### src/kt_pkg.sv
`default_nettype none

package kt_pkg;

  ////////////////////////////////////////////////////////////
  // Timing
  ////////////////////////////////////////////////////////////

  // Clock cycles per serial bit, shared by receiver and transmitter
  localparam int unsigned BAUD_DIV = 16;

  // A gyro calibration keeps the sequencer busy this many cycles
  localparam int unsigned CAL_CYCLES = 64;

  // Travel time for one square of the board
  localparam int unsigned SQUARE_CYCLES = 32;

  // Counter widths follow from the cycle counts above
  localparam int unsigned BAUD_CNT_W = $clog2(BAUD_DIV);
  localparam int unsigned CAL_CNT_W = $clog2(CAL_CYCLES);
  localparam int unsigned SQ_CNT_W = $clog2(SQUARE_CYCLES);

  ////////////////////////////////////////////////////////////
  // Command word fields
  ////////////////////////////////////////////////////////////

  // Opcodes sit in bits 15 to 12 of the command word
  localparam logic [3:0] OP_CAL_GYRO = 4'h2;
  localparam logic [3:0] OP_MOVE = 4'h4;
  localparam logic [3:0] OP_MOVE_FANFARE = 4'h5;

  // Heading codes sit in bits 11 to 4, every other code is refused
  localparam logic [7:0] HDG_NORTH = 8'h00;
  localparam logic [7:0] HDG_WEST = 8'h3F;
  localparam logic [7:0] HDG_SOUTH = 8'h7F;
  localparam logic [7:0] HDG_EAST = 8'hBF;

  // Compact direction code passed from the sequencer to the board model
  localparam logic [1:0] DIR_NORTH = 2'd0;
  localparam logic [1:0] DIR_WEST = 2'd1;
  localparam logic [1:0] DIR_SOUTH = 2'd2;
  localparam logic [1:0] DIR_EAST = 2'd3;

  ////////////////////////////////////////////////////////////
  // Board, sequencer states and replies
  ////////////////////////////////////////////////////////////

  // Squares per side, legal coordinates run from 0 to BOARD_SIZE-1
  localparam int unsigned BOARD_SIZE = 5;
  localparam logic [2:0] START_XX = 3'd0;
  localparam logic [2:0] START_YY = 3'd4;

  // Move sequencer states
  localparam logic [1:0] ST_IDLE = 2'd0;
  localparam logic [1:0] ST_CAL = 2'd1;
  localparam logic [1:0] ST_MOVE = 2'd2;
  localparam logic [1:0] ST_REPLY = 2'd3;

  // Reply bytes returned over the serial line
  localparam logic [7:0] RESP_ACK = 8'hA5;
  localparam logic [7:0] RESP_NACK = 8'hEE;

endpackage

`default_nettype wire

### src/uart_rx.sv
`timescale 1ns/1ps
`default_nettype none

module uart_rx import kt_pkg::*; (
  input  logic       clk,
  input  logic       reset,
  input  logic       rx,
  output logic [7:0] rx_byte,
  output logic       rx_valid
);

  logic                  rx_meta;
  logic                  rx_sync;
  logic                  rx_prev;
  logic                  active;
  logic [3:0]            bit_cnt;
  logic [BAUD_CNT_W-1:0] baud_cnt;
  logic                  bit_end;
  logic [7:0]            shift;

  // Two flop synchronizer, plus one more flop to see the falling edge
  // The line idles high so the flops come out of reset high
  always_ff @(posedge clk) begin
    if (reset) begin
      rx_meta <= 1'b1;
      rx_sync <= 1'b1;
      rx_prev <= 1'b1;
    end else begin
      rx_meta <= rx;
      rx_sync <= rx_meta;
      rx_prev <= rx_sync;
    end
  end

  // End of a full bit period, measured from the middle of the start bit
  assign bit_end = active && (bit_cnt != 4'd0) && (baud_cnt == BAUD_CNT_W'(BAUD_DIV - 1));

  ////////////////////////////////////////////////////////////
  // Frame control
  ////////////////////////////////////////////////////////////

  // bit_cnt is 0 for the start bit, 1 to 8 for data and 9 for the stop bit
  always_ff @(posedge clk) begin
    if (reset) begin
      active   <= 1'b0;
      bit_cnt  <= 4'd0;
      baud_cnt <= '0;
      rx_valid <= 1'b0;
    end else begin
      rx_valid <= 1'b0;
      if (!active) begin
        if (rx_prev && !rx_sync) begin
          active   <= 1'b1;
          bit_cnt  <= 4'd0;
          baud_cnt <= '0;
        end
      end else if (bit_cnt == 4'd0) begin
        // Half a bit in, the start bit must still be low or it was a glitch
        if (baud_cnt == BAUD_CNT_W'(BAUD_DIV / 2 - 1)) begin
          baud_cnt <= '0;
          if (rx_sync) begin
            active <= 1'b0;
          end else begin
            bit_cnt <= 4'd1;
          end
        end else begin
          baud_cnt <= baud_cnt + BAUD_CNT_W'(1);
        end
      end else if (bit_end) begin
        baud_cnt <= '0;
        if (bit_cnt == 4'd9) begin
          // A low stop bit is a framing error and the byte is dropped
          active   <= 1'b0;
          rx_valid <= rx_sync;
        end else begin
          bit_cnt <= bit_cnt + 4'd1;
        end
      end else begin
        baud_cnt <= baud_cnt + BAUD_CNT_W'(1);
      end
    end
  end

  // Data arrives LSB first, so shift in from the top
  always_ff @(posedge clk) begin
    if (bit_end && (bit_cnt != 4'd9)) begin
      shift <= {rx_sync, shift[7:1]};
    end
  end

  assign rx_byte = shift;

endmodule

`default_nettype wire

### src/cmd_assembler.sv
`timescale 1ns/1ps
`default_nettype none

module cmd_assembler (
  input  logic        clk,
  input  logic        reset,
  input  logic [7:0]  rx_byte,
  input  logic        rx_valid,
  output logic [15:0] cmd,
  output logic        cmd_rdy
);

  // Set while the high byte is held and the low byte is awaited
  logic       half;
  logic [7:0] high_byte;

  // Control side of the assembler
  always_ff @(posedge clk) begin
    if (reset) begin
      half    <= 1'b0;
      cmd_rdy <= 1'b0;
    end else begin
      cmd_rdy <= 1'b0;
      if (rx_valid) begin
        // The second byte completes the word, so the flag toggles per byte
        half    <= ~half;
        cmd_rdy <= half;
      end
    end
  end

  // The high byte comes first on the line
  always_ff @(posedge clk) begin
    if (rx_valid && !half) begin
      high_byte <= rx_byte;
    end
  end

  // Word register, updated together with the ready pulse
  always_ff @(posedge clk) begin
    if (rx_valid && half) begin
      cmd <= {high_byte, rx_byte};
    end
  end

endmodule

`default_nettype wire

### src/board_tracker.sv
`timescale 1ns/1ps
`default_nettype none

module board_tracker import kt_pkg::*; (
  input  logic       clk,
  input  logic       reset,
  input  logic [1:0] move_dir,
  input  logic [3:0] move_squares,
  input  logic       step,
  output logic [2:0] xx,
  output logic [2:0] yy,
  output logic       move_legal
);

  // Landing coordinate for moves that count upward
  logic [4:0] north_reach;
  logic [4:0] east_reach;

  assign north_reach = {2'b00, yy} + {1'b0, move_squares};
  assign east_reach = {2'b00, xx} + {1'b0, move_squares};

  // The knight must land inside 0 to 4 on the axis of travel
  // The other axis does not change during a straight move
  always_comb begin
    case (move_dir)
      DIR_NORTH: move_legal = north_reach <= 5'(BOARD_SIZE - 1);
      DIR_WEST:  move_legal = move_squares <= {1'b0, xx};
      DIR_SOUTH: move_legal = move_squares <= {1'b0, yy};
      default:   move_legal = east_reach <= 5'(BOARD_SIZE - 1);
    endcase
  end

  // One square per step pulse. North and east count up
  always_ff @(posedge clk) begin
    if (reset) begin
      xx <= START_XX;
      yy <= START_YY;
    end else if (step) begin
      case (move_dir)
        DIR_NORTH: yy <= yy + 3'd1;
        DIR_WEST:  xx <= xx - 3'd1;
        DIR_SOUTH: yy <= yy - 3'd1;
        default:   xx <= xx + 3'd1;
      endcase
    end
  end

endmodule

`default_nettype wire

### src/move_sequencer.sv
`timescale 1ns/1ps
`default_nettype none

module move_sequencer import kt_pkg::*; (
  input  logic        clk,
  input  logic        reset,
  input  logic [15:0] cmd,
  input  logic        cmd_rdy,
  input  logic        move_legal,
  output logic [1:0]  move_dir,
  output logic [3:0]  move_squares,
  output logic        step,
  output logic        moving,
  output logic        fanfare,
  output logic        cal_done,
  output logic [7:0]  resp_byte,
  output logic        resp_send
);

  logic [3:0]           opcode;
  logic [7:0]           heading;
  logic [3:0]           count;
  logic [1:0]           hdg_dir;
  logic                 hdg_known;
  logic                 is_move;
  logic                 accept;
  logic [1:0]           state;
  logic [1:0]           dir_q;
  logic [3:0]           squares_left;
  logic [CAL_CNT_W-1:0] cal_cnt;
  logic [SQ_CNT_W-1:0]  sq_cnt;

  // Field split of the command word
  assign opcode = cmd[15:12];
  assign heading = cmd[11:4];
  assign count = cmd[3:0];

  // Only the four cardinal heading codes are understood
  always_comb begin
    hdg_known = 1'b1;
    case (heading)
      HDG_NORTH: hdg_dir = DIR_NORTH;
      HDG_WEST:  hdg_dir = DIR_WEST;
      HDG_SOUTH: hdg_dir = DIR_SOUTH;
      HDG_EAST:  hdg_dir = DIR_EAST;
      default: begin
        hdg_dir   = DIR_NORTH;
        hdg_known = 1'b0;
      end
    endcase
  end

  // While idle the board model judges the incoming word directly
  // During a move the step direction comes from the latched heading
  assign move_dir = (state == ST_IDLE) ? hdg_dir : dir_q;

  // Only the idle decision reads move_legal, so the count comes from the incoming word
  assign move_squares = count;

  // The incoming command is decided in its cmd_rdy cycle
  assign is_move = (opcode == OP_MOVE) || (opcode == OP_MOVE_FANFARE);
  assign accept = (opcode == OP_CAL_GYRO) ||
                  (is_move && cal_done && hdg_known && (count != 4'd0) && move_legal);

  ////////////////////////////////////////////////////////////
  // Sequencer FSM
  ////////////////////////////////////////////////////////////

  always_ff @(posedge clk) begin
    if (reset) begin
      state        <= ST_IDLE;
      moving       <= 1'b0;
      fanfare      <= 1'b0;
      cal_done     <= 1'b0;
      step         <= 1'b0;
      resp_send    <= 1'b0;
      squares_left <= 4'd0;
      cal_cnt      <= '0;
      sq_cnt       <= '0;
    end else begin
      step      <= 1'b0;
      resp_send <= 1'b0;
      case (state)
        ST_IDLE: begin
          // Commands are only looked at here, so a busy sequencer drops them
          if (cmd_rdy) begin
            if (!accept) begin
              resp_send <= 1'b1;
            end else if (opcode == OP_CAL_GYRO) begin
              state   <= ST_CAL;
              cal_cnt <= '0;
            end else begin
              state        <= ST_MOVE;
              moving       <= 1'b1;
              fanfare      <= (opcode == OP_MOVE_FANFARE);
              squares_left <= count;
              sq_cnt       <= '0;
            end
          end
        end
        ST_CAL: begin
          // Calibration flag stays set until the next reset
          if (cal_cnt == CAL_CNT_W'(CAL_CYCLES - 1)) begin
            cal_done  <= 1'b1;
            resp_send <= 1'b1;
            state     <= ST_IDLE;
          end else begin
            cal_cnt <= cal_cnt + CAL_CNT_W'(1);
          end
        end
        ST_MOVE: begin
          if (sq_cnt == SQ_CNT_W'(SQUARE_CYCLES - 1)) begin
            step         <= 1'b1;
            sq_cnt       <= '0;
            squares_left <= squares_left - 4'd1;
            if (squares_left == 4'd1) begin
              state <= ST_REPLY;
            end
          end else begin
            sq_cnt <= sq_cnt + SQ_CNT_W'(1);
          end
        end
        default: begin
          // One cycle after the last step the move is closed and acknowledged
          moving    <= 1'b0;
          fanfare   <= 1'b0;
          resp_send <= 1'b1;
          state     <= ST_IDLE;
        end
      endcase
    end
  end

  // Reply byte and direction are captured with the decision
  always_ff @(posedge clk) begin
    if ((state == ST_IDLE) && cmd_rdy) begin
      resp_byte <= accept ? RESP_ACK : RESP_NACK;
      dir_q     <= hdg_dir;
    end
  end

endmodule

`default_nettype wire

### src/uart_tx.sv
`timescale 1ns/1ps
`default_nettype none

module uart_tx import kt_pkg::*; (
  input  logic       clk,
  input  logic       reset,
  input  logic [7:0] resp_byte,
  input  logic       resp_send,
  output logic       tx,
  output logic       tx_busy
);

  logic [3:0]            bit_cnt;
  logic [BAUD_CNT_W-1:0] baud_cnt;
  logic                  bit_end;
  logic                  load;

  // Remaining frame bits after the start bit: data LSB first, then stop
  logic [8:0]            shift;

  // A request during a frame is not expected and is ignored
  assign load = resp_send && !tx_busy;
  assign bit_end = tx_busy && (baud_cnt == BAUD_CNT_W'(BAUD_DIV - 1));

  ////////////////////////////////////////////////////////////
  // Frame control
  ////////////////////////////////////////////////////////////

  // bit_cnt tracks the bit on the line, 0 is start and 9 is stop
  always_ff @(posedge clk) begin
    if (reset) begin
      tx       <= 1'b1;
      tx_busy  <= 1'b0;
      bit_cnt  <= 4'd0;
      baud_cnt <= '0;
    end else if (load) begin
      tx       <= 1'b0;
      tx_busy  <= 1'b1;
      bit_cnt  <= 4'd0;
      baud_cnt <= '0;
    end else if (bit_end) begin
      baud_cnt <= '0;
      if (bit_cnt == 4'd9) begin
        // Stop bit has been held a full period, line stays high
        tx_busy <= 1'b0;
        tx      <= 1'b1;
      end else begin
        tx      <= shift[0];
        bit_cnt <= bit_cnt + 4'd1;
      end
    end else if (tx_busy) begin
      baud_cnt <= baud_cnt + BAUD_CNT_W'(1);
    end
  end

  // Shifting in ones keeps the tail of the frame at the stop level
  always_ff @(posedge clk) begin
    if (load) begin
      shift <= {1'b1, resp_byte};
    end else if (bit_end) begin
      shift <= {1'b1, shift[8:1]};
    end
  end

endmodule

`default_nettype wire

### src/knights_tour_cmd.sv
`timescale 1ns/1ps
`default_nettype none

module knights_tour_cmd (
  input  logic       clk,
  input  logic       reset,
  input  logic       rx,
  output logic       tx,
  output logic       moving,
  output logic       fanfare,
  output logic       cal_done,
  output logic [2:0] xx,
  output logic [2:0] yy
);

  // Receive side
  logic [7:0]  rx_byte;
  logic        rx_valid;
  logic [15:0] cmd;
  logic        cmd_rdy;

  // Sequencer to board model
  logic [1:0]  move_dir;
  logic [3:0]  move_squares;
  logic        move_legal;
  logic        step;

  // Reply path
  logic [7:0]  resp_byte;
  logic        resp_send;

  ////////////////////////////////////////////////////////////
  // Command pipeline
  ////////////////////////////////////////////////////////////

  uart_rx u_uart_rx (
    .clk      (clk),
    .reset    (reset),
    .rx       (rx),
    .rx_byte  (rx_byte),
    .rx_valid (rx_valid)
  );

  cmd_assembler u_cmd_assembler (
    .clk      (clk),
    .reset    (reset),
    .rx_byte  (rx_byte),
    .rx_valid (rx_valid),
    .cmd      (cmd),
    .cmd_rdy  (cmd_rdy)
  );

  move_sequencer u_move_sequencer (
    .clk          (clk),
    .reset        (reset),
    .cmd          (cmd),
    .cmd_rdy      (cmd_rdy),
    .move_legal   (move_legal),
    .move_dir     (move_dir),
    .move_squares (move_squares),
    .step         (step),
    .moving       (moving),
    .fanfare      (fanfare),
    .cal_done     (cal_done),
    .resp_byte    (resp_byte),
    .resp_send    (resp_send)
  );

  board_tracker u_board_tracker (
    .clk          (clk),
    .reset        (reset),
    .move_dir     (move_dir),
    .move_squares (move_squares),
    .step         (step),
    .xx           (xx),
    .yy           (yy),
    .move_legal   (move_legal)
  );

  // The sequencer never replies twice within one frame, so busy stays local
  uart_tx u_uart_tx (
    .clk       (clk),
    .reset     (reset),
    .resp_byte (resp_byte),
    .resp_send (resp_send),
    .tx        (tx),
    .tx_busy   ()
  );

endmodule

`default_nettype wire

### config.mk
export PLATFORM = sky130hd
export DESIGN_NAME = knights_tour_cmd
export DESIGN_NICKNAME = d
export VERILOG_FILES = /design/src/kt_pkg.sv /design/src/uart_rx.sv /design/src/cmd_assembler.sv /design/src/board_tracker.sv /design/src/move_sequencer.sv /design/src/uart_tx.sv /design/src/knights_tour_cmd.sv
export SDC_FILE = /design/constraint.sdc
export NUM_CORES = 1
export LEC_CHECK = 0
export CORE_MARGIN = 4
export CORE_UTILIZATION = 50
export CTS_CLUSTER_DIAMETER = 30
export CTS_CLUSTER_SIZE = 28
export DETAILED_ROUTE_END_ITERATION = 8
export DONT_BUFFER_PORTS = 1
export HOLD_SLACK_MARGIN = 0.15
export SLEW_MARGIN = 30
export SYNTH_ARGS = -nofsm -noshare
export SYNTH_HDL_FRONTEND = slang
export SYNTH_HIERARCHICAL = 1
export SYNTH_SLANG_ARGS = --single-unit
### constraint.sdc
create_clock -name clk -period 3.9 [get_ports clk]
set_clock_uncertainty 0.2 [all_clocks]
set_input_delay 0.78 -clock clk [delete_from_list [all_inputs] [get_ports clk]]
set_output_delay 0.78 -clock clk [all_outputs]
set_load 0.02 [all_outputs]
==> impl_metrics.py <==
metrics = {
    "final_layout": {
        "finalNonFillerCells": 617,
        "seq_area_um2": 2380,
        "stdcell_area_um2": 5200,
        "layout-drive-gt1-share": 0.0888,
        "fin_util": 0.534,
        "diodes": 0,
        "final_common_cell": "nand2_1",
        "syn2layout_area_growth_pct": 4.40,
        "nFillCells": 901,
        "finalNetCount": 514,
        "multi_input_area_um2": 2300,
        "mostFrequentLayoutCells": "54 x nand2_1, 53 x dfxtp_1, 44 x edfxtp_1",
    },
    "clocking": {
        "clock_sinks": 97,
        "cts_root_buffer": "clkbuf_8",
        "ctsHtreeMaxLevel": 3,
        "post_cts_resized": 0,
        "cts_hold_buf": 0,
        "cts_tree": "done",
        "clk_path_buf_depth": 2,
        "cts_buffers": 9,
        "insertion_delay_ns": 0.36,
        "cts_setup_buffers": 0,
        "clk_pin_slew_ns": 0.10,
    },
    "setup_path": {
        "crit_path_start_kind": "flop",
        "path_class": "flop to flop",
        "worstSetupEndpointType": "flop",
        "ff2ff_path_depth": 12,
        "slowest_delay_ns": 0.55,
        "crit_required_ns": 3.95,
        "cp.depth": 12,
        "path_cells": "ha_1 -> inv_1 -> fa_1 -> xor2_1 -> a2111oi_0 -> o21ai_1 -> nand4b_1 -> nand2_1 -> a2111oi_4 -> o211a_1 -> o22ai_1 -> a32o_1",
        "r2r-start": "u_board_tracker/yy[0]",
        "r2r-end": "u_move_sequencer/squares_left[2]",
        "r2r_slack_ns": 0.35,
        "crit_arrival_ns": 3.60,
        "worst-path-buf-inv": 1,
        "cpLargestDelayFamily": "compound AO/OA/AOI/OAI gates",
        "critPathMaxFanout": 7,
        "crit_slowest_cell": "dfxtp_1",
    },
    "floorplanning": {
        "start_util": 0.512,
        "num_rows": 36,
        "core_area_um2": 9730,
        "die-area_um2": 11600,
        "die_h_um": 108,
        "dieWidth_um": 108,
        "ios": 13,
    },
    "routing": {
        "drt_first_pass_iters": 4,
        "postRouteAntennaNets": 0,
        "post_drt_wl_per_cell_um": 14.7,
        "wl_met2_um": 4050,
        "vias_per_cell": 5.49,
        "highest_layer": "met4",
        "vias": 3390,
        "drc": 0,
        "drt_iter0_markers": 157,
        "wl_met3_um": 283,
        "totalWireLength_um": 9050,
        "wirelength_met1_um": 4620,
    },
    "synthesis": {
        "yosys_warnings": 6,
        "synth_edf_count": 44,
        "synth-async-reset-ratio": 0,
        "synthFlopType": "dfxtp_1",
        "avgSynthCellArea_um2": 10.2,
        "netlist-cell-type-count": 76,
        "synth_cells": 489,
        "synth_seq_cells": 97,
        "seq_area_frac_synth": 0.478,
        "synth_area_um2": 4980,
    },
    "power": {
        "ir_drop_v": 0.000251,
        "power_mw": 1.70,
        "pwr_density_cell_nw_per_um2": 327,
        "leakagePower_nw": 1.88,
    },
    "worst_hold_path": {
        "hold_path_end": "u_uart_rx/rx_sync",
        "hold_class": "flop to flop",
        "min-delay-start": "u_uart_rx/rx_meta",
        "holdPathStages": 1,
    },
    "global_route": {
        "grt_max_degree": 46,
        "grt-ovfl-total": 0,
        "antenna_found_initial": 0,
        "grtUsageTotal": 0.166,
        "grt_pass1_wl_um": 15500,
        "grt_pass1_vias": 3204,
    },
    "timing": {
        "whs_ns": 0.218,
        "rsz0062_at_grt": "false",
        "min_period_over_period": 0.910,
        "final-hold-violation-count": 0,
        "setup_tns_ns": 0,
        "max_freq_mhz": 282,
        "slew_violations": 0,
        "worstMarginPinSlew_ns": 0.763,
        "period_needed_ns": 3.55,
        "slew_headroom": 0.487,
        "setup_ws_ns": 0.351,
        "setup_viol": 0,
    },
    "place": {
        "dp_hpwl_um": 6450,
        "place_congestion": 0.834,
        "dp_cells": 601,
        "dpl_worst_slack_ns": 0.391,
        "port-buffer-count": 0,
        "dpl_cell_area_um2": 5010,
    },
    "outcome": {
        "outcome": "complete, no violations",
    },
    "job": {
        "cap_violations": 0,
    },
}
sequential cells by signal, summed over array words and instances (netlist names), 2 cells and up:
register / flops
u_board_tracker/yy: 3
u_uart_rx/bit_cnt: 4
u_move_sequencer/state: 2
u_move_sequencer/cal_cnt: 6
u_cmd_assembler/high_byte: 8
u_move_sequencer/squares_left: 4
u_uart_tx/shift: 8
u_uart_rx/baud_cnt: 4
u_move_sequencer/sq_cnt: 5
u_uart_rx/rx_byte: 8
u_uart_tx/baud_cnt: 4
u_uart_tx/bit_cnt: 4
u_move_sequencer/dir_q: 2
u_move_sequencer/resp_byte: 2
u_board_tracker/xx: 3
u_cmd_assembler/cmd: 16
report_power, final:
group / leakage (nW) / internal [mW] / switching, mW / total (mW)
combinational: 0.961 / 0.00492 / 0.00905 / 0.0140
clock: 0.0962 / 0.251 / 0.376 / 0.627
sequential: 0.821 / 1.05 / 0.00267 / 1.06
how the worst max path moves through the flow:
stage,startpoint,to,slack [ns]
3_3_place_gp,u_board_tracker/yy[0],u_move_sequencer/fanfare,0.47
4_1_cts,u_board_tracker/yy[0],u_move_sequencer/squares_left[2],0.35
2_1_floorplan,u_move_sequencer/state[0],u_move_sequencer/fanfare,0.68
3_5_place_dp,u_board_tracker/yy[0],u_move_sequencer/fanfare,0.39
5_1_grt,u_board_tracker/yy[0],u_move_sequencer/squares_left[3],0.04
6_report,u_board_tracker/yy[0],u_move_sequencer/squares_left[2],0.35
worst register-to-register path, delay by kind of cell, from the launching register on:
| family | cells | cell delay [ns] |
|---|---|---|
| xor+xnor | 1 | 0.16 |
| fa+ha+maj | 2 | 0.66 |
| simple gates | 2 | 0.20 |
| flops | 1 | 0.55 |
| compound gates | 6 | 1.60 |
| buf+inv | 1 | 0.07 |
per-layer routing:
metal	up-vias	track usage
met3	9	0.0348
met2	45	0.256
met4	0	0.0505
met1	1611	0.236
met5	-	0
li1	1725	-
cells in the mapped netlist, types with 10 or more instances:
library cell  count  share of area
inv_1            37          0.028
nor3_1           10          0.010
o21ai_0          17          0.017
nor2_1           30          0.023
xnor2_1          10          0.018
buf_4            11          0.017
ha_1             28          0.070
dfxtp_1          53           0.21
nand2_1          54          0.041
nand3_1          21          0.021
a21oi_1          27          0.027
edfxtp_1         44           0.27
cell families after synthesis:
family,Yosys count,synth area share
AND/OR/NAND/NOR,173,0.186
buffers and inverters,63,0.0611
flip-flops,97,0.478
adder cells (fa/ha/maj),32,0.0864
multiplexers,8,0.0178
other,2,0.00151
XOR/XNOR,13,0.0229
AO/OA/AOI/OAI,101,0.146
cell type report:
cell class / count / share of cell area
Clock buffer: 9 / 0.0238
Clock inverter: 7 / 0.0130
Inverter: 38 / 0.0274
Multi-Input combinational cell: 331 / 0.443
Sequential cell: 97 / 0.458
Tap cell: 133 / 0.0320
Timing Repair Buffer: 2 / 0.00289
Note: power is estimated with default switching activity, not from simulation.
